--- src/mandel_pkg.sv ---
package mandel_pkg;

	// Fraction bits of the fixed-point format
	localparam int FRAC_BITS = 23;

	// Signed Q4.23 fixed point
	typedef logic signed [26:0] fixed_t;
	typedef logic [15:0] iter_t;

	// 3-3-2 palette colour
	typedef struct packed {
		logic [2:0] red;
		logic [2:0] green;
		logic [1:0] blue;
	} color_t;

	// Top-left pixel and pixel pitch of the view
	typedef struct packed {
		fixed_t cr_origin;
		fixed_t ci_origin;
		fixed_t step;
	} view_cfg_t;

	typedef struct packed {
		iter_t count;
		logic escaped;
	} pix_result_t;

	typedef enum logic [1:0] {IT_LOAD, IT_RUN, IT_OFFER, IT_FINISHED} iter_state_t;
	typedef enum logic {WR_WAIT, WR_ACK} writer_state_t;
	typedef enum logic [1:0] {PH_ACTIVE, PH_FRONT, PH_PULSE, PH_BACK} scan_phase_t;

	// Iteration count to colour, thresholds tested high to low
	function automatic color_t colour_of(input iter_t count, input iter_t max_iter);
		color_t c;
		if (count >= max_iter) c = 8'b000_000_00;
		// Half and quarter share one colour
		else if (count >= (max_iter >> 2)) c = 8'b011_001_00;
		else if (count >= (max_iter >> 3)) c = 8'b101_010_01;
		else if (count >= (max_iter >> 4)) c = 8'b011_001_01;
		else if (count >= (max_iter >> 5)) c = 8'b001_001_01;
		else if (count >= (max_iter >> 6)) c = 8'b011_010_10;
		else c = 8'b010_100_10;
		return c;
	endfunction

endpackage

--- src/pixel_bank.sv ---
`timescale 1ns/1ps

module pixel_bank #(
	parameter int DEPTH = 384,
	localparam int AW = (DEPTH > 1) ? $clog2(DEPTH) : 1
) (
	input  logic M10k_pll,
	input  logic we,
	input  logic [AW-1:0] waddr,
	input  mandel_pkg::color_t wdata,
	input  logic [AW-1:0] raddr,
	output mandel_pkg::color_t rdata
);

	mandel_pkg::color_t mem [DEPTH];

	// Registered read, old data on a same-address collision
	always_ff @(posedge M10k_pll) begin
		if (we) mem[waddr] <= wdata;
		rdata <= mem[raddr];
	end

endmodule

--- config.mk ---
export PLATFORM = sky130hd
export DESIGN_NAME = pixel_bank
export DESIGN_NICKNAME = d
export VERILOG_FILES = /design/src/mandel_pkg.sv /design/src/pixel_bank.sv
export SDC_FILE = /design/constraint.sdc
export NUM_CORES = 2
export LEC_CHECK = 0
export BUFFER_PORTS_ARGS = -buffer_cell sky130_fd_sc_hd__buf_2
export CORE_MARGIN = 4
export CORE_UTILIZATION = 45
export CTS_CLUSTER_DIAMETER = 40
export DETAILED_ROUTE_END_ITERATION = 10
export PLACE_DENSITY_LB_ADDON = 0.25
export REMOVE_ABC_BUFFERS = 1
export SLEW_MARGIN = 5
export SYNTH_ARGS = -nofsm -noshare
export SYNTH_HDL_FRONTEND = slang
export SYNTH_SLANG_ARGS = --single-unit
--- constraint.sdc ---
create_clock -name M10k_pll -period 2.6 [get_ports M10k_pll]
set_input_delay 0.13 -clock M10k_pll [delete_from_list [all_inputs] [get_ports M10k_pll]]
set_output_delay 0.13 -clock M10k_pll [all_outputs]
set_load 0.02 [all_outputs]
==> metrics.txt <==
Pleak=48.1 nW; TritonCTS buffer count=around 420; worst-margin pin slew=approximately 1300 ps; fmax=0.380 GHz; Crit Path Max Fanout=1; worst hold-check path type=in2reg; # nets final=roughly 6,600; CTS tree=done; Total GRT Usage=23.6%; DPL Wire Length=212,000 um; Power Internal=about 93 mW; Yosys cell types=67; worst skew pair latency=980 ps; number of global-route vias before repair=62,600; initial antenna violation count=18; CTS root buf=clkbuf_16; initial DRC count=7,781; synthesized flop and latch total=3,080; DRC Markers=0; Setup TNS Final=-32.0 ps; CP max stage delay=550 ps; cells after synthesis=5,415; Placeable Area=263,000 um2; PwrDens=809 nW/um2; Slew Viols, Final=0; initial core utilization=a little under half; Worst Setup End Kind=register; Tot Pwr=118 mW; Comb power frac=5.0%; via count=62,000; grt total ovfl=0; clk slew on worst S/H paths=60 ps; Pre-antenna DRT Iters=7; Via density=around 5.9; Max Root-Sink Buffers=4; H-Tree Depth=5; fill count=19,400; width of the chip=523 um; CP arrival=3500 ps; Worst EP required=between 3000 and 4000 ps; sw frac=21.5%; endpoints failing hold=0; leading register cell type out of synthesis=edfxtp_1; Setup Buffers After CTS=0; Layout Skew=slightly below 100 ps; sequential share of power=46.3%; startpoint types=register; drt wl/cell=about 31 um; final cycle utilization of the critical path=101%; cell row count=188; post-route minimum period=between 2000 and 3000 ps; count of input and output buffers=35; post-synthesis cell area=119,000 um2; number of flops mapped to enable cells by yosys=around 3,100; clk sinks=slightly above 3,000; first-pass GRT wire length=464,000 um; Slowest-stage cell, CP=a2111oi_4; dpl cells=9,693; final setup violating endpoints=1; global placer's final weighted congestion=0.923; Synth Warn #=0; Clock Power Share=48.7%; relative slew slack=between 10% and 20%; share of cells above drive strength 1=approximately two fifths; critical path, cell by cell=mux4_2 -> a22oi_2 -> buf_6 -> o32ai_2 -> a221o_2 -> a2111oi_4 -> buf_4 -> o2bb2a_4; RSZ-0062 raised after global routing=yes; Peak VDD IR=0.000760 V; fin cells=between 10,000 and 15,000; Layout area overhead=22.6%; Final Routed Wirelength=322,000 um; Final Worst Setup Slack=-32.0 ps; critical path class=reg2reg; net switching power figure=25.4 mW; die area=274,000 um2; largest net degree at the start of global routing=109; chip height=between 500 and 600 um; failing checks=setup timing; Synth async-reset ratio=0%; # IOs=36; status=complete, but fails checks; syn_area_per_cell=22.1 um2; Detail Route Antenna Nets=0; maxcap violations=0; sequential fraction of the synthesis area=77.4%
-- critical path, delay by kind of cell, from the launching register on --
family	cells	cell delay (ps)
DFF	1	350
buffers and inverters	2	360
muxes	1	540
AOI/OAI and AO/OA	5	1360
-- synth_stat cells, types with 35 or more instances --
cell | number | share of area (%)
nor2b_1 | 35 | 0.18
o22ai_1 | 37 | 0.19
nor2_1 | 433 | 1.4
mux4_2 | 805 | 15
buf_2 | 82 | 0.34
nand2_1 | 124 | 0.39
buf_4 | 40 | 0.25
edfxtp_1 | 3072 | 77
clkbuf_1 | 145 | 0.46
a22oi_1 | 44 | 0.28
mux2_2 | 39 | 0.37
a21oi_1 | 40 | 0.17
mux2i_1 | 152 | 1.3
-- power groups by stage --
stage | Sequential (mW) | Clock (mW) | Combinational [mW]
after floorplan | 55.8 | 0 | 1.99
after global placement | 55.8 | 0 | 5.82
after detailed placement | 55.8 | 0 | 5.88
after CTS | 54.8 | 58.4 | 5.96
after global routing | 54.7 | 60.8 | 6.20
final | 54.8 | 57.6 | 5.95
-- cells by family (layout without fill, tap and decap cells) --
family,count (synthesis),count (layout),share of synthesized area (%)
compound gates,304,304,1.82
buf+inv,329,1865,1.46
mux,996,996,16.8
simple gates,706,706,2.52
flops,3080,3080,77.4
other cells,0,7,0
-- cell usage in the layout (no fill, tap or decap), types with 13 or more instances in the layout --
| cell type | count |
|---|---|
| edfxtp_1 | 3072 |
| buf_2 | 22 |
| o22ai_1 | 37 |
| nor3_1 | 22 |
| a211oi_1 | 29 |
| a221oi_1 | 16 |
| nor2_1 | 427 |
| a22oi_1 | 40 |
| nand2_1 | 110 |
| nand4_1 | 13 |
| o21ai_0 | 27 |
| clkinv_4 | 43 |
| clkinv_1 | 35 |
| dlygate4sd3_1 | 20 |
| o221ai_1 | 22 |
| a31oi_1 | 14 |
| nand2_2 | 13 |
| inv_8 | 15 |
| clkbuf_1 | 35 |
| a21oi_1 | 40 |
| mux2_2 | 39 |
| inv_6 | 36 |
| nand2b_1 | 13 |
| clkinvlp_4 | 45 |
| clkinv_2 | 57 |
| nor2b_1 | 30 |
| bufinv_16 | 56 |
| clkbuf_16 | 427 |
| nand3_1 | 17 |
| buf_12 | 109 |
| buf_4 | 941 |
| mux2i_1 | 152 |
| mux4_2 | 805 |
-- path summary, 6_finish.rpt --
check	startpoint	endpoint	depth (start not counted)	slack [ps]
setup / recovery	mem[79][6]	rdata[6]	8	-30
hold / removal	waddr[7]	mem[319][6]	5	80
setup reg to reg	mem[79][6]	rdata[6]	8	-30
hold reg to reg	mem[97][5]	rdata[5]	7	1060
-- what timing repair did --
item | in CTS | in global routing
resized for setup | 27 | 12
hold buffers | 20 | 0
endpoints found under the hold margin | 2390 | 0
pin swaps | 5 | 9
endpoints found under the setup margin | 4 | 15
-- flip-flops by register name, indices dropped and copies added, names as in the netlist --
name	count
mem	3072
rdata	8
-- cell type report --
| cell class | count | area (um2) | share of cell area [%] |
|---|---|---|---|
| flip-flops and latches | 3080 | 92400 | 63.1 |
| multi-input cells | 2006 | 25500 | 17.4 |
| clock buffers | 462 | 10800 | 7.39 |
| repair buffers | 1103 | 9720 | 6.64 |
| well taps | 3515 | 4400 | 3.00 |
| clock inverters | 293 | 3430 | 2.35 |
| inverters | 7 | 36.3 | 0.0248 |
| diodes | 7 | 17.5 | 0.0120 |
-- metrics by stage --
step           cell area, um2  util (%)  setup WS, ps  hold slack [ps]
4_1_cts                146000      55.6          3.13             14.3
5_1_grt                146000      55.6         -39.2             75.6
6_report               146000      55.6         -32.0             79.2
3_5_place_dp           132000      50.0         -1160              531
3_3_place_gp           132000      50.0         -1450              525
2_1_floorplan          118000         -         -1430              229
-- routing by layer --
metal  global-route usage [%]  vias to the layer above  wire length [um]
met3                     4.13                      603             26900
met5                        0                        -                27
met2                     37.1                     3009            154000
li1                         -                    25300                 -
met4                     7.42                        4             11300
met1                     34.0                    33000            130000
Power figures use the tool's default switching activity.
