$ cat config.mk
export PLATFORM = sky130hd
export DESIGN_NAME = bank_select
export DESIGN_NICKNAME = d
export VERILOG_FILES = /design/src/mandel_pkg.sv /design/src/bank_select.sv
export SDC_FILE = /design/constraint.sdc
export NUM_CORES = 1
export LEC_CHECK = 0
export BUFFER_PORTS_ARGS = -buffer_cell sky130_fd_sc_hd__buf_2
export CAP_MARGIN = 25
export CORE_AREA = 2 2 39 41
export DETAILED_ROUTE_END_ITERATION = 8
export DIE_AREA = 0 0 41 43
export PLACE_DENSITY = 0.72
export SLEW_MARGIN = 0
export SYNTH_ARGS = -nofsm -noshare
export SYNTH_HDL_FRONTEND = slang
export SYNTH_SLANG_ARGS = --single-unit
$ cat constraint.sdc
create_clock -name M10k_pll -period 1.05 [get_ports M10k_pll]
set_input_delay 0.0525 -clock M10k_pll [delete_from_list [all_inputs] [get_ports M10k_pll]]
set_output_delay 0.0525 -clock M10k_pll [all_outputs]
set_load 0.02 [all_outputs]
$ cat src/mandel_pkg.sv
package mandel_pkg;

	// Fraction bits of the fixed-point format
	localparam int FRAC_BITS = 23;

	// Signed Q4.23 fixed point
	typedef logic signed [26:0] fixed_t;
	typedef logic [15:0] iter_t;

	// 3-3-2 palette colour
	typedef struct packed {
		logic [2:0] red;
		logic [2:0] green;
		logic [1:0] blue;
	} color_t;

	// Top-left pixel and pixel pitch of the view
	typedef struct packed {
		fixed_t cr_origin;
		fixed_t ci_origin;
		fixed_t step;
	} view_cfg_t;

	typedef struct packed {
		iter_t count;
		logic escaped;
	} pix_result_t;

	typedef enum logic [1:0] {IT_LOAD, IT_RUN, IT_OFFER, IT_FINISHED} iter_state_t;
	typedef enum logic {WR_WAIT, WR_ACK} writer_state_t;
	typedef enum logic [1:0] {PH_ACTIVE, PH_FRONT, PH_PULSE, PH_BACK} scan_phase_t;

	// Iteration count to colour, thresholds tested high to low
	function automatic color_t colour_of(input iter_t count, input iter_t max_iter);
		color_t c;
		if (count >= max_iter) c = 8'b000_000_00;
		// Half and quarter share one colour
		else if (count >= (max_iter >> 2)) c = 8'b011_001_00;
		else if (count >= (max_iter >> 3)) c = 8'b101_010_01;
		else if (count >= (max_iter >> 4)) c = 8'b011_001_01;
		else if (count >= (max_iter >> 5)) c = 8'b001_001_01;
		else if (count >= (max_iter >> 6)) c = 8'b011_010_10;
		else c = 8'b010_100_10;
		return c;
	endfunction

endpackage

$ cat src/bank_select.sv
`timescale 1ns/1ps

module bank_select #(
	parameter int IMG_W = 32,
	parameter int IMG_H = 24,
	parameter int NUM_BANKS = 2,
	localparam int ROWS = IMG_H / NUM_BANKS,
	localparam int AW = (IMG_W * ROWS > 1) ? $clog2(IMG_W * ROWS) : 1,
	localparam int XW = (IMG_W > 1) ? $clog2(IMG_W) : 1,
	localparam int YW = (IMG_H > 1) ? $clog2(IMG_H) : 1
) (
	input  logic M10k_pll,
	input  logic [XW-1:0] next_x,
	input  logic [YW-1:0] next_y,
	output logic [AW-1:0] raddr,
	input  mandel_pkg::color_t [NUM_BANKS-1:0] bank_data,
	output mandel_pkg::color_t color
);

	localparam int BW = (NUM_BANKS > 1) ? $clog2(NUM_BANKS) : 1;

	logic [BW-1:0] bank_idx;
	logic [BW-1:0] bank_q;
	logic [YW-1:0] local_y;

	// Band of the row, then the row inside that band
	always_comb begin
		bank_idx = BW'(next_y / ROWS);
		local_y = next_y - YW'(bank_idx * ROWS);
		raddr = AW'(local_y * IMG_W + next_x);
	end

	// Select follows the one-cycle bank read
	always_ff @(posedge M10k_pll) bank_q <= bank_idx;

	assign color = bank_data[bank_q];

endmodule

==> reports/qor.yml, run 1 <==
worst_setup_path:
  crit_fanout: 2
  crit_arrival_ns: 1.14
  worstSetupPathType: "in -> out"
  critPathLaunchType: "input pin"
  crit_path_end_kind: "primary output"
  worstPathRequired_ns: 1.00
synthesis:
  yosys.area.top_type: "mux2_2"
  synth_top_area_share_pct: 24.0
  ys_seq_area_share_pct: 7.11
  syn_area_um2: 282
  synthTopCellsByArea: "mux2_2, buf_4, nor2b_4, ha_1, mux2_1"
  ys_warn_count: 0
  avgSynthCellArea_um2: 9.38
  synth_fp_nets: 59
  ys_seq_elements: 1
  ys_types: 14
  postSynthCellCount: 30
timing:
  hold_ws_ns: 0.105
  fin_crit_sh_pct: 114
  drv_slew: 0
  finalCriticalPeriod_ns: 1.19
  setup_viol: 2
  max_freq_mhz: 838
  fin_tns_setup_ns: -0.254
  grt_setup_unrepaired: "yes"
  worstMarginPinSlew_ns: 0.274
  max_slew_margin_pct: 81.7
  final-hold-violation-count: 0
  fin_ws_ns: -0.144
die:
  die_h_um: 43
  die_x_um: 41
  initial_core_util_pct: 20.3
  io-pin-count: 44
  core_mm2: 0.00138
  die_area_mm2: 0.00176
  row_count: 14
global_routing:
  grt_first_pass_wirelength_um: 814
  grt_pass1_vias: 234
  grtUsageTotal_pct: 6.11
  grt_overflow: 0
  antenna_found_initial: 0
  grt_max_degree: 9
pwr:
  power_density_mw_per_mm2: 651
  finalPower_mw: 0.324
  vdd_drop_max_mv: 0.341
  leakagePower_nw: 0.250
place:
  placed_area_um2: 459
  dpl.cell_count: 70
  port_buffers: 29
  globalplace.congestion: 0.562
  post-place-ws_ns: -0.275
  dp_hpwl_um: 530
layout:
  finish.utilization_pct: 35.9
  final_nets: 85
  fillCellCount: 151
  reg_top3: "bank_q: 1 flops"
  area_growth_pct: 76.4
  stdcell_count: 70
  stdcell_area_um2: 497
  top_register: "bank_q"
  largest_reg_flops: 1
  final_layout_size_suffix_gt1_share_pct: 88.9
  antennaDiodeCount: 0
min_path:
  whs_path_depth: 0
  hp-class: "in -> out"
  min_to: "raddr[2]"
  hp-start: "next_x[2]"
drt:
  num_vias: 290
  route.detailed.drc: 0
  routedWlPerCell_um: 8.66
  ant_nets: 0
  firstDrtPassIters: 2
  initialDrtViolationCount: 1
  drt_wl_total_um: 606
  viasPerCell: 4.14
status:
  status: "finished with violations"
  violations: "setup timing"
cts:
  ctsHoldBuffers: 0
run:
  cap_violations: 0
==> how the worst max path moves through the flow <==
stage                          end  cells after the start      start
after floorplan           raddr[8]                      7  next_y[3]
final                     raddr[8]                      8  next_y[3]
after global placement    raddr[8]                      8  next_y[3]
after CTS                 raddr[8]                      8  next_y[3]
after global routing      raddr[8]                      8  next_y[3]
after detailed placement  raddr[8]                      8  next_y[3]
==> repair_timing <==
item / 4_1_cts / 5_1_grt
endpoints found under the hold margin: 0 / 0
resized for setup: 7 / 0
pin swaps: 2 / 0
buffers inserted: 0 / 0
endpoints found under the setup margin: 2 / 2
==> worst max-delay path, cell delays in order <==
cell	delay [ns]
buf_6	0.10
ha_4	0.26
nor2b_4	0.03
a21bo_2	0.19
o21ai_2	0.08
ha_4	0.18
xnor2_4	0.11
buf_6	0.13
==> power by group <==
part	internal (mW)	switching, mW	total [mW]
sequential	0.0419	0.00225	0.0442
combinational	0.155	0.124	0.279
clock	0	0	0
total	0.197	0.127	0.324
==> cell usage in the layout (no fill, tap or decap) <==
cell type and instances:
ha_4 2, nand2_1 2, mux2_1 2, nor2b_4 2, buf_4 3, buf_6 4, o22ai_2 1, xnor2_4 1
a21bo_2 1, dfxtp_1 1, inv_4 1, buf_2 25, inv_1 1, mux2_2 6, buf_12 1, o21ai_2 1
==> cells in the mapped netlist <==
library cell  n
a21bo_2       1
buf_4         7
buf_6         1
clkbuf_1      1
dfxtp_1       1
ha_1          2
inv_1         2
mux2_1        2
mux2_2        6
nand2_1       2
nor2b_4       2
o21ai_0       1
o22ai_2       1
xnor2_1       1
==> final cells by class <==
class,instances,area [um2],share of cell area [%]
inverter,2,10.0,2.02
multi-input combinational,18,234,47.1
sequential,1,20.0,4.03
tap,16,20.0,4.03
timing repair buffer,33,213,42.8
==> layer usage <==
layer / part of all wire [%] / global-route usage (%) / vias to the layer above
li1: - / - / 142
met1: 31 / 6.05 / 130
met2: 54 / 12.8 / 18
met3: 15 / 0.524 / 0
met4: 0 / 0 / 0
met5: 0 / 0 / -
==> kinds of logic after synthesis <==
group	count (synthesis)	share of synthesized area, %
and+or+nand+nor	4	12.4
adders and majority gates	2	8.89
AOI/OAI and AO/OA	3	9.78
buffers and inverters	11	26.7
muxes	8	32.0
xor gates and xnor gates	1	3.11
DFF	1	7.11
Note: power is estimated with default switching activity, not from simulation.
==> run 2, diff against run 1 <==
--- a/config.mk
+++ b/config.mk
@@ -11,6 +11,7 @@
 export DETAILED_ROUTE_END_ITERATION = 8
 export DIE_AREA = 0 0 41 43
 export PLACE_DENSITY = 0.72
+export SETUP_SLACK_MARGIN = 0.3
 export SLEW_MARGIN = 0
 export SYNTH_ARGS = -nofsm -noshare
 export SYNTH_HDL_FRONTEND = slang
==> reports/qor.yml, run 2 (synthesized netlist as in run 1, its figures left out) <==
pwr:
  p_sw_share_pct: 36.7
  power_density_mw_per_mm2: 666
  finalPower_mw: 0.381
  p_comb_share_pct: 86.0
  p_int_mw: 0.241
  leakagePower_nw: 0.294
  pwr-share-seq_pct: 14.0
  clkPwrFrac_pct: 0
  vdd_drop_max_mv: 0.408
  p_sw_mw: 0.140
place:
  placed_area_um2: 470
  port_buffers: 29
  dp_hpwl_um: 587
  globalplace.congestion: 0.619
layout:
  largest_reg_flops: 1
  reg_top3: "bank_q: 1 flops"
  final_layout_size_suffix_gt1_share_pct: 94.3
  antennaDiodeCount: 0
  stdcell_area_um2: 572
  final_nets: 84
  mostFrequentLayoutCells: "buf_2, buf_6, mux2_4"
  top_register: "bank_q"
  layout_commonest_cell: "buf_2"
  area_growth_pct: 103
global_routing:
  grtUsageTotal_pct: 8.10
  grt_overflow: 0
  grt_max_degree: 9
  grt_pass1_vias: 286
  grt_first_pass_wirelength_um: 1050
  antenna_found_initial: 0
worst_setup_path:
  worstSetupPathType: "in -> out"
  crit_fanout: 2
  cp-startpoint: "next_y[4]"
  crit_path_end_kind: "primary output"
  crit_arrival_ns: 1.14
  critPathLaunchType: "input pin"
  worstPathRequired_ns: 1.00
die:
  row_count: 14
  die_x_um: 41
  io-pin-count: 44
  initial_core_util_pct: 20.3
  die_area_mm2: 0.00176
  core_mm2: 0.00138
  die_h_um: 43
timing:
  final-hold-violation-count: 0
  setup_viol: 2
  worstMarginPinSlew_ns: 0.265
  grt_setup_unrepaired: "yes"
  finalCriticalPeriod_ns: 1.19
  fin_tns_setup_ns: -0.256
  fin_crit_sh_pct: 114
  max_freq_mhz: 838
  drv_slew: 0
  max_slew_margin_pct: 82.3
  fin_ws_ns: -0.144
cts:
  ctsHoldBuffers: 0
  cts_setup_buffers: 0
drt:
  routedWlPerCell_um: 10.5
  viasPerCell: 4.22
  num_vias: 291
  drt_wl_total_um: 722
  ant_nets: 0
  initialDrtViolationCount: 0
  route.detailed.drc: 0
  firstDrtPassIters: 1
min_path:
  hp-class: "in -> out"
  hp-start: "next_x[2]"
run:
  cap_violations: 0
status:
  status: "finished with violations"
  violations: "setup timing"
==> run 2: changes by cell type in the layout (fill, tap and decap cells not counted), sizes merged <==
cell	delta
buf	-1
==> run 2: layout make-up <==
type,instances,area (um2)
Sequential cell,1,23.8
Timing Repair Buffer,32,246
Fill cell,147,812
Tap cell,16,20.0
Inverter,2,10.0
Multi-Input combinational cell,18,272
==> run 2: what timing repair did <==
item	CTS	global route
pin swaps	4	4
setup endpoints to repair	11	11
resized for setup	25	2
==> run 2: worst max-delay path: stages <==
cell and delay (ns):
buf_6 0.10, ha_4 0.26, nor2b_4 0.03, a21bo_2 0.20
o21ai_4 0.07, ha_4 0.18, xnor2_4 0.11, buf_6 0.13
==> run 2: power groups by stage <==
stage | logic [mW] | registers (mW) | clock network, mW
after floorplan | 0.226 | 0.0436 | 0
after global placement | 0.254 | 0.0547 | 0
after detailed placement | 0.258 | 0.0550 | 0
after CTS | 0.323 | 0.0542 | 0
after global routing | 0.348 | 0.0548 | 0
final | 0.327 | 0.0535 | 0
==> run 2: stage by stage <==
step,util (%),setup slack [ns],std cells,hold slack (ns)
5_1_grt,41.3,-0.179,69,0.105
4_1_cts,40.5,-0.166,69,0.105
2_1_floorplan,-,-0.124,30,0.169
3_5_place_dp,34.0,-0.259,69,0.105
6_report,41.3,-0.144,69,0.105
3_3_place_gp,34.0,-0.263,69,0.105
==> run 2: final timing paths <==
check,end,depth (start not counted)
hold / removal,raddr[2],0
setup / recovery,raddr[8],8
==> run 2: per-layer routing <==
metal / vias to the layer above / track usage, % / wire (um)
met5: - / 0 / 0
met4: 0 / 0 / 0
met3: 0 / 3.14 / 131
met2: 22 / 17.2 / 392
met1: 130 / 6.35 / 198
li1: 139 / - / -
