### config.mk
export PLATFORM = sky130hd
export DESIGN_NAME = vga_timing
export DESIGN_NICKNAME = d
export VERILOG_FILES = /design/src/mandel_pkg.sv /design/src/vga_timing.sv
export SDC_FILE = /design/constraint.sdc
export NUM_CORES = 1
export LEC_CHECK = 0
export BUFFER_PORTS_ARGS = -buffer_cell sky130_fd_sc_hd__buf_4
export CORE_UTILIZATION = 54
export DETAILED_ROUTE_END_ITERATION = 16
export GPL_TIMING_DRIVEN = 0
export PLACE_DENSITY = 0.84
export SETUP_SLACK_MARGIN = 0.2
export SLEW_MARGIN = 20
export SYNTH_ARGS = -nofsm -noshare
export SYNTH_HDL_FRONTEND = slang
export SYNTH_SLANG_ARGS = --single-unit
### constraint.sdc
create_clock -name M10k_pll -period 4.42 [get_ports M10k_pll]
set_input_delay 0.442 -clock M10k_pll [delete_from_list [all_inputs] [get_ports M10k_pll]]
set_output_delay 0.442 -clock M10k_pll [all_outputs]
set_load 0.05 [all_outputs]
### src/mandel_pkg.sv
package mandel_pkg;

	// Fraction bits of the fixed-point format
	localparam int FRAC_BITS = 23;

	// Signed Q4.23 fixed point
	typedef logic signed [26:0] fixed_t;
	typedef logic [15:0] iter_t;

	// 3-3-2 palette colour
	typedef struct packed {
		logic [2:0] red;
		logic [2:0] green;
		logic [1:0] blue;
	} color_t;

	// Top-left pixel and pixel pitch of the view
	typedef struct packed {
		fixed_t cr_origin;
		fixed_t ci_origin;
		fixed_t step;
	} view_cfg_t;

	typedef struct packed {
		iter_t count;
		logic escaped;
	} pix_result_t;

	typedef enum logic [1:0] {IT_LOAD, IT_RUN, IT_OFFER, IT_FINISHED} iter_state_t;
	typedef enum logic {WR_WAIT, WR_ACK} writer_state_t;
	typedef enum logic [1:0] {PH_ACTIVE, PH_FRONT, PH_PULSE, PH_BACK} scan_phase_t;

	// Iteration count to colour, thresholds tested high to low
	function automatic color_t colour_of(input iter_t count, input iter_t max_iter);
		color_t c;
		if (count >= max_iter) c = 8'b000_000_00;
		// Half and quarter share one colour
		else if (count >= (max_iter >> 2)) c = 8'b011_001_00;
		else if (count >= (max_iter >> 3)) c = 8'b101_010_01;
		else if (count >= (max_iter >> 4)) c = 8'b011_001_01;
		else if (count >= (max_iter >> 5)) c = 8'b001_001_01;
		else if (count >= (max_iter >> 6)) c = 8'b011_010_10;
		else c = 8'b010_100_10;
		return c;
	endfunction

endpackage

### src/vga_timing.sv
`timescale 1ns/1ps

module vga_timing #(
	parameter int IMG_W = 32,
	parameter int IMG_H = 24,
	parameter int H_FRONT = 4,
	parameter int H_PULSE = 8,
	parameter int H_BACK = 4,
	parameter int V_FRONT = 2,
	parameter int V_PULSE = 2,
	parameter int V_BACK = 2,
	localparam int XW = (IMG_W > 1) ? $clog2(IMG_W) : 1,
	localparam int YW = (IMG_H > 1) ? $clog2(IMG_H) : 1
) (
	input  logic M10k_pll,
	input  logic reset,
	input  mandel_pkg::color_t color,
	output logic [XW-1:0] next_x,
	output logic [YW-1:0] next_y,
	output logic hsync,
	output logic vsync,
	output logic [7:0] red,
	output logic [7:0] green,
	output logic [7:0] blue,
	output logic blank_n
);

	// Counter widths cover the longest phase
	localparam int H_CW = $clog2(IMG_W + H_FRONT + H_PULSE + H_BACK + 4);
	localparam int V_CW = $clog2(IMG_H + V_FRONT + V_PULSE + V_BACK + 3);

	mandel_pkg::scan_phase_t h_phase;
	mandel_pkg::scan_phase_t v_phase;
	logic [H_CW-1:0] h_cnt;
	logic [V_CW-1:0] v_cnt;
	logic h_end;
	logic v_end;
	logic line_done;
	// Stage one of the two-cycle output pipe
	logic act_d1;
	logic hs_d1;
	logic vs_d1;

	function automatic mandel_pkg::scan_phase_t next_phase(input mandel_pkg::scan_phase_t p);
		case (p)
			mandel_pkg::PH_ACTIVE: return mandel_pkg::PH_FRONT;
			mandel_pkg::PH_FRONT: return mandel_pkg::PH_PULSE;
			mandel_pkg::PH_PULSE: return mandel_pkg::PH_BACK;
			default: return mandel_pkg::PH_ACTIVE;
		endcase
	endfunction

	// Cycles per phase, front porch also takes the wrap cycle
	function automatic int h_len(input mandel_pkg::scan_phase_t p);
		case (p)
			mandel_pkg::PH_ACTIVE: return IMG_W;
			mandel_pkg::PH_FRONT: return H_FRONT + 2;
			mandel_pkg::PH_PULSE: return H_PULSE + 1;
			default: return H_BACK + 1;
		endcase
	endfunction

	// Lines per phase
	function automatic int v_len(input mandel_pkg::scan_phase_t p);
		case (p)
			mandel_pkg::PH_ACTIVE: return IMG_H;
			mandel_pkg::PH_FRONT: return V_FRONT + 1;
			mandel_pkg::PH_PULSE: return V_PULSE + 1;
			default: return V_BACK + 1;
		endcase
	endfunction

	assign h_end = (h_cnt == H_CW'(h_len(h_phase) - 1));
	assign v_end = (v_cnt == V_CW'(v_len(v_phase) - 1));
	// Last back-porch cycle ends the line
	assign line_done = h_end && (h_phase == mandel_pkg::PH_BACK);

	//////////////////////////////
	// Horizontal and vertical
	always_ff @(posedge M10k_pll) begin
		if (reset) begin
			h_phase <= mandel_pkg::PH_ACTIVE;
			h_cnt <= '0;
		end else if (h_end) begin
			h_phase <= next_phase(h_phase);
			h_cnt <= '0;
		end else begin
			h_cnt <= h_cnt + 1'b1;
		end
	end

	always_ff @(posedge M10k_pll) begin
		if (reset) begin
			v_phase <= mandel_pkg::PH_ACTIVE;
			v_cnt <= '0;
		end else if (line_done && v_end) begin
			v_phase <= next_phase(v_phase);
			v_cnt <= '0;
		end else if (line_done) begin
			v_cnt <= v_cnt + 1'b1;
		end
	end

	// Read coordinate for the pixel two cycles ahead
	assign next_x = (h_phase == mandel_pkg::PH_ACTIVE) ? XW'(h_cnt) : '0;
	assign next_y = (v_phase == mandel_pkg::PH_ACTIVE) ? YW'(v_cnt) : '0;

	//////////////////////////////
	// Output pipe
	always_ff @(posedge M10k_pll) begin
		if (reset) begin
			act_d1 <= 1'b0;
			hs_d1 <= 1'b1;
			vs_d1 <= 1'b1;
			hsync <= 1'b1;
			vsync <= 1'b1;
			blank_n <= 1'b0;
			red <= '0;
			green <= '0;
			blue <= '0;
		end else begin
			act_d1 <= (h_phase == mandel_pkg::PH_ACTIVE) && (v_phase == mandel_pkg::PH_ACTIVE);
			hs_d1 <= (h_phase != mandel_pkg::PH_PULSE);
			vs_d1 <= (v_phase != mandel_pkg::PH_PULSE);
			// Syncs delayed to line up with the colour
			hsync <= hs_d1;
			vsync <= vs_d1;
			blank_n <= act_d1;
			// Zero-fill low bits, black outside the active area
			red <= act_d1 ? {color.red, 5'd0} : 8'd0;
			green <= act_d1 ? {color.green, 5'd0} : 8'd0;
			blue <= act_d1 ? {color.blue, 6'd0} : 8'd0;
		end
	end

endmodule

==> key figures <==
Yosys
  • Syn Area/Cell: between 9 and 10 um2
  • Syn Inst Count: ~160
  • EDFF count, synth: 0
  • Top-area cell type share of the netlist area: about two fifths
  • Yosys reg bits: 30
  • Yosys top cell by area: dfxtp_1
  • Asr flop ratio synth: 0%
  • Mapped Area: 1500 um2
  • Ys Warns: 0
  • Top FF cell, synth: dfxtp_1
  • Synth cell types: 36
  • Area contributors post-synth: dfxtp_1, ha_1, buf_4
  • Post-synthesis sequential area ratio: between 40% and 50%

Setup path
  • Critical path class: reg -> reg
  • Critical Path Sink Type: flip-flop
  • Cell chain of the critical path: inv_1 > ha_1 > ha_1 > nor4b_1 > nand2_1 > or4_1 > a21oi_1
  • Reg-to-reg slack, setup: about 2.0 ns
  • CP top delay family: simple AND/OR/NAND/NOR gates
  • Reg-to-Reg End: v_phase[0]
  • Crit path top cell by count: ha_1
  • CP max stage cell: or4_1
  • CP max FO: 10
  • WP buf/inv: 1
  • Reg2reg path depth: 7
  • FF-to-FF Start: v_phase[0]
  • CP Launch Type: flip-flop
  • CP arrival: about 2.7 ns
  • WP data required: between 4 and 5 ns
  • Crit. path cell count: 7
  • Slowest Stage Delay on Critical Path: roughly 0.57 ns

Cells and area
  • Non-Filler Instances: 244
  • Layout cells sized above 1: between 20% and 30%
  • Area delta synth->final: 25.3%
  • Post-route cell area: about 1900 um2
  • Final layout net count: approximately 240
  • Antenna diodes: 0

Global route
  • First-pass GRT wire length: roughly 4300 um
  • Pin count of the biggest net entering global routing: 11
  • GR Overflow Total: 0
  • Initial antenna violation count: 0
  • Vias in the first global route: around 1100
  • GRT Util Overall: 20.5%

Routing
  • DRC errors left: 0
  • Via density: 4.86
  • Routed len/inst: ~11 um
  • TritonRoute pass-1 iters: 4
  • Routed wire length: ~2700 um
  • Via Count: about 1200
  • Initial drt markers: 10
  • Post-route ant nets: 0

Clocking
  • CTS-repair resized insts: 0
  • TritonCTS Buffers: 5
  • TritonCTS clock tree: done
  • Clock tree buffer depth: 2
  • Clock slew at reported path FFs: about 0.09 ns
  • Hold-fix buffers, CTS: 0
  • Skew-Pair Late Insertion Delay: about 0.33 ns
  • Clk sinks: 30
  • Root Buffer: clkbuf_4
  • Postcts setup bufs: 0
  • H-Tree Depth: 2

Placed design
  • Detail Placement HPWL: approximately 2100 um
  • Port Buf Inserts: 30
  • Area of placed instances: around 1800 um2
  • GPL Wtd Cong: around 0.83
  • Post-Place Cells: around 240

Timing
  • Slew Limit Fails: 0
  • Final worst-path cycle share: 55.0%
  • Clock skew: approximately 0.0047 ns
  • Setup Viol. Count Final: 0
  • Unrepaired setup endpoints after global routing: false
  • F_max: 412 MHz
  • Final min period: between 2 and 2.5 ns
  • Final Hold Viols: 0
  • Fin Setup TNS: 0 ns

Status
  • Status: complete, no violations

Die
  • Num rows: 18
  • Top Ports: 47
  • Chip width: between 50 and 60 um
  • Core area: about 2500 um2
  • Initial core utilization: roughly three fifths
  • Die Span Y: about 55 um
  • Die ar.: 2990 um2

Power and ir drop
  • VDD IR max: 0.239 mV
  • Logic pwr share: about 17%
  • Sw Share: 29.3%
  • Pwr Density: a little under 300 nW/um2
  • Switching pwr: roughly 160 uW
  • Clock Power Share: a little under a third
  • PnR Total Power: about 540 uW
  • P_leak: approximately 0.89 nW
  • Internal: approximately 380 uW
  • Flop pwr share: 51.7%

Job
  • Maxcap violations: 0

Worst hold path
  • Min-delay src: color[1]
  • Hold endpoint: blue[7]
  • Hold crit path type: in -> reg
  • Cells on Worst Hold Path: 2
cell usage after synthesis, types with 2 or more instances:
library cell	number
a21oi_1	7
and2_1	14
and3_1	2
buf_4	16
clkbuf_1	3
dfxtp_1	30
ha_1	14
inv_1	8
nand2_1	6
nand2b_1	4
nand3_1	4
nor2_1	12
nor2b_1	2
nor3_1	2
o21ai_0	2
o31ai_1	2
o32ai_1	3
or2_2	4
or3_1	3
or4b_1	2
xnor2_1	4
xor2_1	3
placed cells by master, fill, tap and decap left out, types with 2 or more instances in the layout:
cell type / count
inv_1: 8
or4b_1: 2
nand2_1: 6
or3_1: 3
nor2_1: 12
xor2_1: 3
nand3_1: 4
and3_1: 2
ha_1: 14
dfxtp_1: 30
conb_1: 16
o31ai_1: 2
a21oi_1: 7
o32ai_1: 3
xnor2_1: 4
and2_1: 14
clkbuf_4: 5
nor2b_1: 2
nor3_1: 2
o21ai_0: 2
buf_4: 46
clkbuf_1: 4
nand2b_1: 4
or2_2: 4
kinds of logic (layout without fill, tap and decap cells):
group | count (synthesis) | count (layout) | share of synthesized area, %
buf+inv | 28 | 66 | 11.1
mux | 1 | 1 | 0.667
flops | 30 | 30 | 40.0
fa+ha+maj | 14 | 14 | 11.7
compound gates | 19 | 19 | 8.67
other cells | 1 | 16 | 0.250
xor+xnor | 7 | 7 | 4.09
simple gates | 61 | 61 | 23.5
worst register-to-register path: stages (launching register included):
cell	delay, ns
dfxtp_1	0.37
inv_1	0.08
ha_1	0.29
ha_1	0.31
nor4b_1	0.30
nand2_1	0.29
or4_1	0.57
a21oi_1	0.16
layer usage:
layer / up-vias / global-route usage (%) / wire, um
li1: 615 / - / -
met1: 535 / 21.0 / 1120
met2: 29 / 36.5 / 1430
met3: 8 / 6.11 / 140
met4: 0 / 11.5 / 53
met5: - / 0 / 0
final cells by class:
type | count | area, um2
flip-flops and latches | 30 | 601
fillers | 194 | 666
clock inverters | 1 | 5.00
well taps | 30 | 37.5
plain buffers | 20 | 136
repair buffers | 30 | 225
clock buffers | 7 | 55.1
multi-input cells | 118 | 790
inverters | 8 | 30.0
registers in the layout (all words and copies together), names as in the netlist:
name / count
h_cnt: 6
v_cnt: 6
green: 3
red: 3
blue: 2
h_phase: 2
v_phase: 2
act_d1: 1
blank_n: 1
hs_d1: 1
hsync: 1
vs_d1: 1
vsync: 1
worst max path at each step:
stage                     startpoint          to
final                     v_phase[0]  v_phase[0]
after detailed placement  v_phase[0]  v_phase[0]
after global routing      v_phase[0]  v_phase[0]
after global placement    v_phase[0]  v_phase[0]
after CTS                 v_phase[0]  v_phase[0]
after floorplan           h_phase[0]  v_phase[0]
per-stage QoR:
step,utilization [%],setup slack [ns],hold slack [ns]
floorplan,-,2.29,0.389
global placement,71.5,2.15,0.393
detailed placement,71.5,2.04,0.399
CTS,73.8,2.01,0.304
global route,73.8,1.71,0.294
finish,73.8,1.99,0.309
power by group through the flow:
stage          combinational [mW]  sequential (mW)  clock, mW
2_1_floorplan              0.0630            0.298          0
3_3_place_gp               0.0923            0.287          0
3_5_place_dp               0.0930            0.287          0
4_1_cts                    0.0933            0.280      0.172
5_1_grt                    0.0990            0.281      0.187
6_report                   0.0937            0.280      0.168
No activity file was read; power rests on OpenSTA's default activity.
