**src/mandel_pkg.sv**
```systemverilog
package mandel_pkg;

	// Fraction bits of the fixed-point format
	localparam int FRAC_BITS = 23;

	// Signed Q4.23 fixed point
	typedef logic signed [26:0] fixed_t;
	typedef logic [15:0] iter_t;

	// 3-3-2 palette colour
	typedef struct packed {
		logic [2:0] red;
		logic [2:0] green;
		logic [1:0] blue;
	} color_t;

	// Top-left pixel and pixel pitch of the view
	typedef struct packed {
		fixed_t cr_origin;
		fixed_t ci_origin;
		fixed_t step;
	} view_cfg_t;

	typedef struct packed {
		iter_t count;
		logic escaped;
	} pix_result_t;

	typedef enum logic [1:0] {IT_LOAD, IT_RUN, IT_OFFER, IT_FINISHED} iter_state_t;
	typedef enum logic {WR_WAIT, WR_ACK} writer_state_t;
	typedef enum logic [1:0] {PH_ACTIVE, PH_FRONT, PH_PULSE, PH_BACK} scan_phase_t;

	// Iteration count to colour, thresholds tested high to low
	function automatic color_t colour_of(input iter_t count, input iter_t max_iter);
		color_t c;
		if (count >= max_iter) c = 8'b000_000_00;
		// Half and quarter share one colour
		else if (count >= (max_iter >> 2)) c = 8'b011_001_00;
		else if (count >= (max_iter >> 3)) c = 8'b101_010_01;
		else if (count >= (max_iter >> 4)) c = 8'b011_001_01;
		else if (count >= (max_iter >> 5)) c = 8'b001_001_01;
		else if (count >= (max_iter >> 6)) c = 8'b011_010_10;
		else c = 8'b010_100_10;
		return c;
	endfunction

endpackage

```
**src/band_writer.sv**
```systemverilog
`timescale 1ns/1ps

module band_writer #(
	parameter int IMG_W = 32,
	parameter int IMG_H = 24,
	parameter int NUM_BANKS = 2,
	parameter int MAX_ITER = 32,
	localparam int DEPTH = IMG_W * (IMG_H / NUM_BANKS),
	localparam int AW = (DEPTH > 1) ? $clog2(DEPTH) : 1
) (
	input  logic M10k_pll,
	input  logic reset,
	input  mandel_pkg::pix_result_t result,
	input  logic done,
	input  logic all_done,
	output logic handshake,
	output logic we,
	output logic [AW-1:0] waddr,
	output mandel_pkg::color_t wdata
);

	mandel_pkg::writer_state_t state;
	// Next free address in the bank
	logic [AW-1:0] wr_ptr;
	logic take;

	// Accept a pixel only while the band is still running
	assign take = (state == mandel_pkg::WR_WAIT) && done && !all_done;

	always_ff @(posedge M10k_pll) begin
		if (reset) begin
			state <= mandel_pkg::WR_WAIT;
			handshake <= 1'b0;
			we <= 1'b0;
			wr_ptr <= '0;
		end else if (state == mandel_pkg::WR_WAIT) begin
			if (take) begin
				handshake <= 1'b1;
				we <= 1'b1;
				wr_ptr <= wr_ptr + 1'b1;
				state <= mandel_pkg::WR_ACK;
			end
		end else begin
			// Single-cycle ack and write strobe
			handshake <= 1'b0;
			we <= 1'b0;
			state <= mandel_pkg::WR_WAIT;
		end
	end

	// Address and colour ride alongside the strobe
	always_ff @(posedge M10k_pll) begin
		if (take) begin
			waddr <= wr_ptr;
			wdata <= mandel_pkg::colour_of(result.count, mandel_pkg::iter_t'(MAX_ITER));
		end
	end

endmodule

```
**config.mk**
```make
export PLATFORM = sky130hd
export DESIGN_NAME = band_writer
export DESIGN_NICKNAME = d
export VERILOG_FILES = /design/src/mandel_pkg.sv /design/src/band_writer.sv
export SDC_FILE = /design/constraint.sdc
export NUM_CORES = 1
export LEC_CHECK = 0
export BUFFER_PORTS_ARGS = -buffer_cell sky130_fd_sc_hd__clkbuf_2
export CELL_PAD_IN_SITES_DETAIL_PLACEMENT = 1
export CELL_PAD_IN_SITES_GLOBAL_PLACEMENT = 1
export CORE_MARGIN = 3
export CORE_UTILIZATION = 30
export CTS_BUF_LIST = sky130_fd_sc_hd__clkbuf_4 sky130_fd_sc_hd__clkbuf_8
export CTS_CLUSTER_SIZE = 25
export DETAILED_ROUTE_END_ITERATION = 8
export HOLD_SLACK_MARGIN = 0.12
export PLACE_DENSITY_LB_ADDON = 0.3
export SLEW_MARGIN = 25
export SYNTH_ARGS = -nofsm -noshare
export SYNTH_HDL_FRONTEND = slang
export SYNTH_SLANG_ARGS = --single-unit
```
**constraint.sdc**
```tcl
create_clock -name M10k_pll -period 3.4 [get_ports M10k_pll]
set_clock_uncertainty 0.05 [all_clocks]
set_input_delay 0.68 -clock M10k_pll [delete_from_list [all_inputs] [get_ports M10k_pll]]
set_output_delay 0.68 -clock M10k_pll [all_outputs]
set_load 0.02 [all_outputs]
```
==> results of run 1 <==
==> worst max-delay path by stage <==
stage / from / cells after the start / to
after floorplan: done / 3 / wr_ptr[1]$_SDFFE_PP0P_
after global routing: done / 5 / wr_ptr[1]$_SDFFE_PP0P_
after CTS: done / 5 / wr_ptr[1]$_SDFFE_PP0P_
final: done / 5 / wr_ptr[1]$_SDFFE_PP0P_
after detailed placement: done / 5 / wr_ptr[1]$_SDFFE_PP0P_
after global placement: done / 5 / wr_ptr[1]$_SDFFE_PP0P_
==> cell families (layout without fill, tap and decap cells) <==
family,after synthesis,after routing
flip-flops,27,27
buffers and inverters,7,45
AO/OA/AOI/OAI,16,16
other,1,1
multiplexers,1,1
AND/OR/NAND/NOR,33,33
XOR/XNOR,2,2
adder cells (fa/ha/maj),1,1
==> metrics by stage <==
| stage | std cells | utilization, % | area (um^2) |
|---|---|---|---|
| 6_report | 172 | 39.23 | 1340 |
| 5_1_grt | 172 | 39.23 | 1340 |
| 4_1_cts | 172 | 39.23 | 1340 |
| 3_5_place_dp | 168 | 38.42 | 1313 |
| 3_3_place_gp | 168 | 38.42 | 1313 |
| 2_1_floorplan | 88 | - | 1092 |
==> layer usage <==
| layer | share of wire [%] | global-route usage (%) |
|---|---|---|
| met1 | 39 | 12.98 |
| met4 | 0.59 | 2.284 |
| met2 | 56 | 23.54 |
| met5 | 0 | 0 |
| met3 | 4.1 | 3.571 |
==> state kept, by name, summed over array words and instances, names as in the netlist <==
signal,count
wdata,7
state,1
waddr,9
wr_ptr,9
we,1
==> layout make-up <==
type	count	area, um^2
inverters	3	11.26
repair buffers	38	192.7
fillers	409	2076
clock inverters	1	5.005
multi-input cells	54	350.3
clock buffers	3	22.52
flip-flops and latches	27	700.7
well taps	46	57.56
==> cell usage in the layout, fill, tap and decap left out, drive strengths merged, types with 2 or more instances in the layout <==
cell type   n
edfxtp     16
dfxtp      11
nor3        2
xnor2       2
nor2       10
nor2b       2
nand2       4
a21oi       7
inv         3
or4         4
or3         2
o31ai       4
nand4       3
clkbuf     40
nor4        2
o21ai       3
==> cell usage after synthesis (all sizes together) <==
cell type	number
or3	2
ha	1
nand2	4
and4bb	1
nor3	2
edfxtp	16
conb	1
dfxtp	11
mux2i	1
and3	1
nand4bb	1
a21oi	7
buf	3
xnor2	2
nor3b	1
nor2	10
clkbuf	1
o21ai	3
a21boi	1
nand4	3
nor2b	2
o31ai	4
or4	4
nor4	2
inv	3
o31a	1
==> worst register-to-register path, delay by kind of cell (launching register included) <==
family	cells	cell delay, ns
AND/OR/NAND/NOR	2	0.72
flip-flops	1	0.37
buffers and inverters	1	0.34
multiplexers	1	0.20
==> power groups by stage <==
stage	registers (uW)	logic [uW]	clock network (uW)
6_report	361	55.8	133
5_1_grt	363	61.1	156
4_1_cts	362	56.7	143
3_5_place_dp	369	56.6	0
3_3_place_gp	368	54.1	0
2_1_floorplan	380	18.6	0
==> results.cfg, run 1 <==
[outcome]
outcome = complete, no violations

[yosys]
ys_ff_latch = 27
yosysSeqAreaShare_pct = 64.15
synthAdderAreaFrac_pct = 1.145
synthCells = 88
yosys-top-cells-area = edfxtp_1 44%, dfxtp_1 20%, nor2_1 3.4%, a21oi_1 3.2%, o31ai_1 2.7%
synth-compound-area-share_pct = 8.820
syn_avg_cell_area_um2 = 12.41
synthMuxAreaShare_pct = 0.9164
syn-num-nets = 110
syn_area_mm2 = 0.001092
yosysTopAreaCell = edfxtp_1
synth_cell_types = 27
yosys_warnings = 0
synthSimpleGateAreaFrac_pct = 19.24
synth.top_cell.area_share_pct = 43.99
synth_top_family_by_area = simple AND/OR/NAND/NOR gates
synth_xor_area_share_pct = 1.604

[job]
drv_cap = 0

[global_routing]
gr-usage-all-layers_pct = 12.21
antenna_found_initial = 0
grt_overflow = 0
grt_pass1_wl_um = 3967
grt_max_degree = 16
grt_pass1_vias = 825

[route]
ant_nets = 0
vias = 826
routed_wl_um = 2523
dr.first_iter.drc_count = 14
drc_errors = 0
via_per_inst = 4.802
dr.pass1.iters = 3
wl_per_cell_um = 14.67

[clocking]
root_buffer = clkbuf_4
cts.path.max_buffers = 2
clk_pin_slew_ns = 0.14
post_cts_buffers = 0
hold_buffers = 0
cts_sinks = 27
cts_tree = done
ctsResizeCount = 0
htreeDepth = 1
cts_buffers = 3
insertion_delay_ns = 0.32

[placement]
post-place-ws_ns = 1.124
gp_congestion = 0.7553
numPortBuffers = 37
place_hpwl_um = 2000

[die]
dieHeight_um = 66.34
dieArea_mm2 = 0.004401
start_util_pct = 31.98
core_area_mm2 = 0.003416
io_pins = 40
die_x_um = 66.34
rows = 21

[timing]
drv_slew = 0
report.final.setup_viol = 0
worst_slew_pin_slew_ns = 0.7809
hold_viol_final = 0
max_freq_ghz = 0.5316
rsz0062_at_grt = no
tns_ns = 0
period_share_pct = 55.33
relSlewSlack_pct = 47.71
whs_ns = 0.4319
timing.final.ws_setup_ns = 1.519
period_needed_ns = 1.881

[hold_path]
hold-path-endpoint = waddr[8]$_DFFE_PP_
holdPathStages = 0
hp-class = flip-flop to flip-flop
worstHoldStart = wr_ptr[8]$_SDFFE_PP0P_

[critical_path]
crit_family = simple AND/OR/NAND/NOR gates
crit_type = primary input to flip-flop
rr_endpoint = wr_ptr[1]$_SDFFE_PP0P_
crit_path_top_delay_cell = nor3b_2
reg2regPathDepth = 4
cp_num_buf_inv = 2
ff2ff_setup_slack_ns = 1.62
cp-end-kind = flip-flop
required_ns = 3.57
regToRegStartpoint = state$_SDFF_PP0_
slowest_delay_ns = 0.66
setup.worst_path.start_class = primary input
crit_chain = clkbuf_2 -> nor3b_2 -> buf_4 -> mux2i_1 -> nor2_1
crit_arrival_ns = 2.05
crit_fanout = 11

[layout]
area_delta_synth_final_pct = 22.68
nets = 149
diodes = 0
drive_gt1_share_pct = 37.30

[power_and_ir_drop]
vdd.ir_drop.worst_uv = 173.6
p_total_uw = 550.2
swShare_pct = 23.36
seqPwrFrac_pct = 65.7
power.switching_uw = 128.5
powerDensity_mw_per_mm2 = 410.6
pwr-share-comb_pct = 10.1
intPower_uw = 421.6
p_clk_share_pct = 24.2
p_leak_uw = 0.0005040
Power figures use the tool's default switching activity.
==> run 2: changes to the inputs <==
==> constraint.sdc (replaced) <==
create_clock -name M10k_pll -period 1.91 [get_ports M10k_pll]
set_clock_uncertainty 0.05 [all_clocks]
set_input_delay 0.382 -clock M10k_pll [delete_from_list [all_inputs] [get_ports M10k_pll]]
set_output_delay 0.382 -clock M10k_pll [all_outputs]
set_load 0.02 [all_outputs]
==> results.cfg, run 2 (synthesis results as in run 1) <==
[die]
start_util_pct = 31.98
rows = 21
dieHeight_um = 66.34
io_pins = 40
dieArea_mm2 = 0.004401
core_area_mm2 = 0.003416
die_x_um = 66.34

[critical_path]
setup.worst_path.start_class = flip-flop
ff2ff_setup_slack_ns = 0.40
cp-end-kind = flip-flop
crit_path_top_delay_cell = or4_1
cp_num_buf_inv = 0
crit_arrival_ns = 1.72
crit_fanout = 6
required_ns = 2.13
slowest_delay_ns = 0.49
rr_endpoint = wr_ptr[8]$_SDFFE_PP0P_
crit_family = simple AND/OR/NAND/NOR gates
reg2regPathDepth = 4
crit_chain = ha_1 -> nand2_1 -> or4_1 -> a21oi_1
crit_type = flip-flop to flip-flop
regToRegStartpoint = wr_ptr[0]$_SDFFE_PP0P_

[timing]
timing.final.ws_setup_ns = 0.4045
report.final.setup_viol = 0
drv_slew = 0
rsz0062_at_grt = no
hold_viol_final = 0
max_freq_ghz = 0.6642
tns_ns = 0
period_share_pct = 78.82
period_needed_ns = 1.506

[layout]
finish.instance_area_mm2 = 0.001350
largestRegisters = waddr (9), wr_ptr (9), wdata (7)
diodes = 0
final_cell_mix = 37 x clkbuf_2, 16 x edfxtp_1, 11 x dfxtp_1
final_common_cell = clkbuf_2
area_delta_synth_final_pct = 23.60
nets = 150
drive_gt1_share_pct = 37.80
final_cells = 173

[global_routing]
grt_overflow = 0
antenna_found_initial = 0
grt_pass1_vias = 835
grt_max_degree = 17
grt_pass1_wl_um = 3822
gr-usage-all-layers_pct = 11.53

[placement]
dp_cells = 169
numPortBuffers = 37
place_hpwl_um = 1850
gp_congestion = 0.7474
post-place-ws_ns = 0.2645
placedInstanceArea_mm2 = 0.001320

[power_and_ir_drop]
pwr-share-comb_pct = 10.0
powerDensity_mw_per_mm2 = 734.9
swShare_pct = 24.04
intPower_uw = 753.6
p_leak_uw = 0.0005054
vdd.ir_drop.worst_uv = 491.9
power.switching_uw = 238.6
p_clk_share_pct = 25.1
seqPwrFrac_pct = 64.8

[route]
drc_errors = 0
via_per_inst = 4.751
ant_nets = 0
wl_per_cell_um = 13.29
routed_wl_um = 2299
vias = 822
dr.pass1.iters = 3
dr.first_iter.drc_count = 15

[clocking]
cts.path.max_buffers = 2
cts_tree = done
post_cts_buffers = 0
hold_buffers = 0
clk_pin_slew_ns = 0.14
insertion_delay_ns = 0.32
htreeDepth = 1
cts_sinks = 27
ctsResizeCount = 0
root_buffer = clkbuf_4
cts_buffers = 3

[hold_path]
hp-class = primary input to flip-flop
worstHoldStart = reset
holdPathStages = 2
hold-path-endpoint = wr_ptr[6]$_SDFFE_PP0P_

[job]
drv_cap = 0

[outcome]
outcome = complete, no violations
## run 2: worst reg2reg max path, cell delays in order (launching register included)
cell and delay (ns):
dfxtp_1 0.43, ha_1 0.20, nand2_1 0.12, or4_1 0.49
a21oi_1 0.16
## run 2: cell type report
class | instances | area (um^2)
clock buffers | 3 | 22.52
clock inverters | 1 | 7.507
fillers | 406 | 2066
multi-input cells | 54 | 350.3
inverters | 3 | 11.26
flip-flops and latches | 27 | 700.7
well taps | 46 | 57.56
repair buffers | 39 | 200.2
## run 2: worst max path at each step
stage / start / endpoint / slack, ns / cells past startpoint
5_1_grt: wr_ptr[0]$_SDFFE_PP0P_ / wr_ptr[8]$_SDFFE_PP0P_ / 0.27 / 4
6_report: wr_ptr[0]$_SDFFE_PP0P_ / wr_ptr[8]$_SDFFE_PP0P_ / 0.40 / 4
3_5_place_dp: all_done / wr_ptr[8]$_SDFFE_PP0P_ / 0.26 / 4
2_1_floorplan: done / wr_ptr[1]$_SDFFE_PP0P_ / 0.20 / 3
4_1_cts: wr_ptr[0]$_SDFFE_PP0P_ / wr_ptr[8]$_SDFFE_PP0P_ / 0.38 / 4
3_3_place_gp: all_done / wr_ptr[8]$_SDFFE_PP0P_ / 0.34 / 4
## run 2: layer usage
layer	share of wire [%]	global-route usage [%]	wire length (um)	vias up
li1	-	-	-	403
met1	39	12.96	890	393
met2	55	20.69	1253	22
met3	4.9	4.082	112	4
met4	1.8	2.538	42	0
met5	0	0	0	-
## run 2: metrics by stage
step | util, % | power, uW | hold WS (ns)
3_5_place_dp | 38.64 | 758.1 | 0.4031
4_1_cts | 39.52 | 1006 | 0.3154
3_3_place_gp | 38.64 | 753.6 | 0.3874
5_1_grt | 39.52 | 1043 | 0.3165
2_1_floorplan | - | 710.4 | 0.3723
6_report | 39.52 | 992.1 | 0.3115
## run 2: power groups by stage
| stage | combinational, uW | clock [uW] | sequential (uW) |
|---|---|---|---|
| 2_1_floorplan | 33.1 | 0 | 677 |
| 3_3_place_gp | 98.2 | 0 | 655 |
| 3_5_place_dp | 102 | 0 | 657 |
| 4_1_cts | 102 | 260 | 644 |
| 5_1_grt | 110 | 288 | 645 |
| 6_report | 99.7 | 249 | 643 |
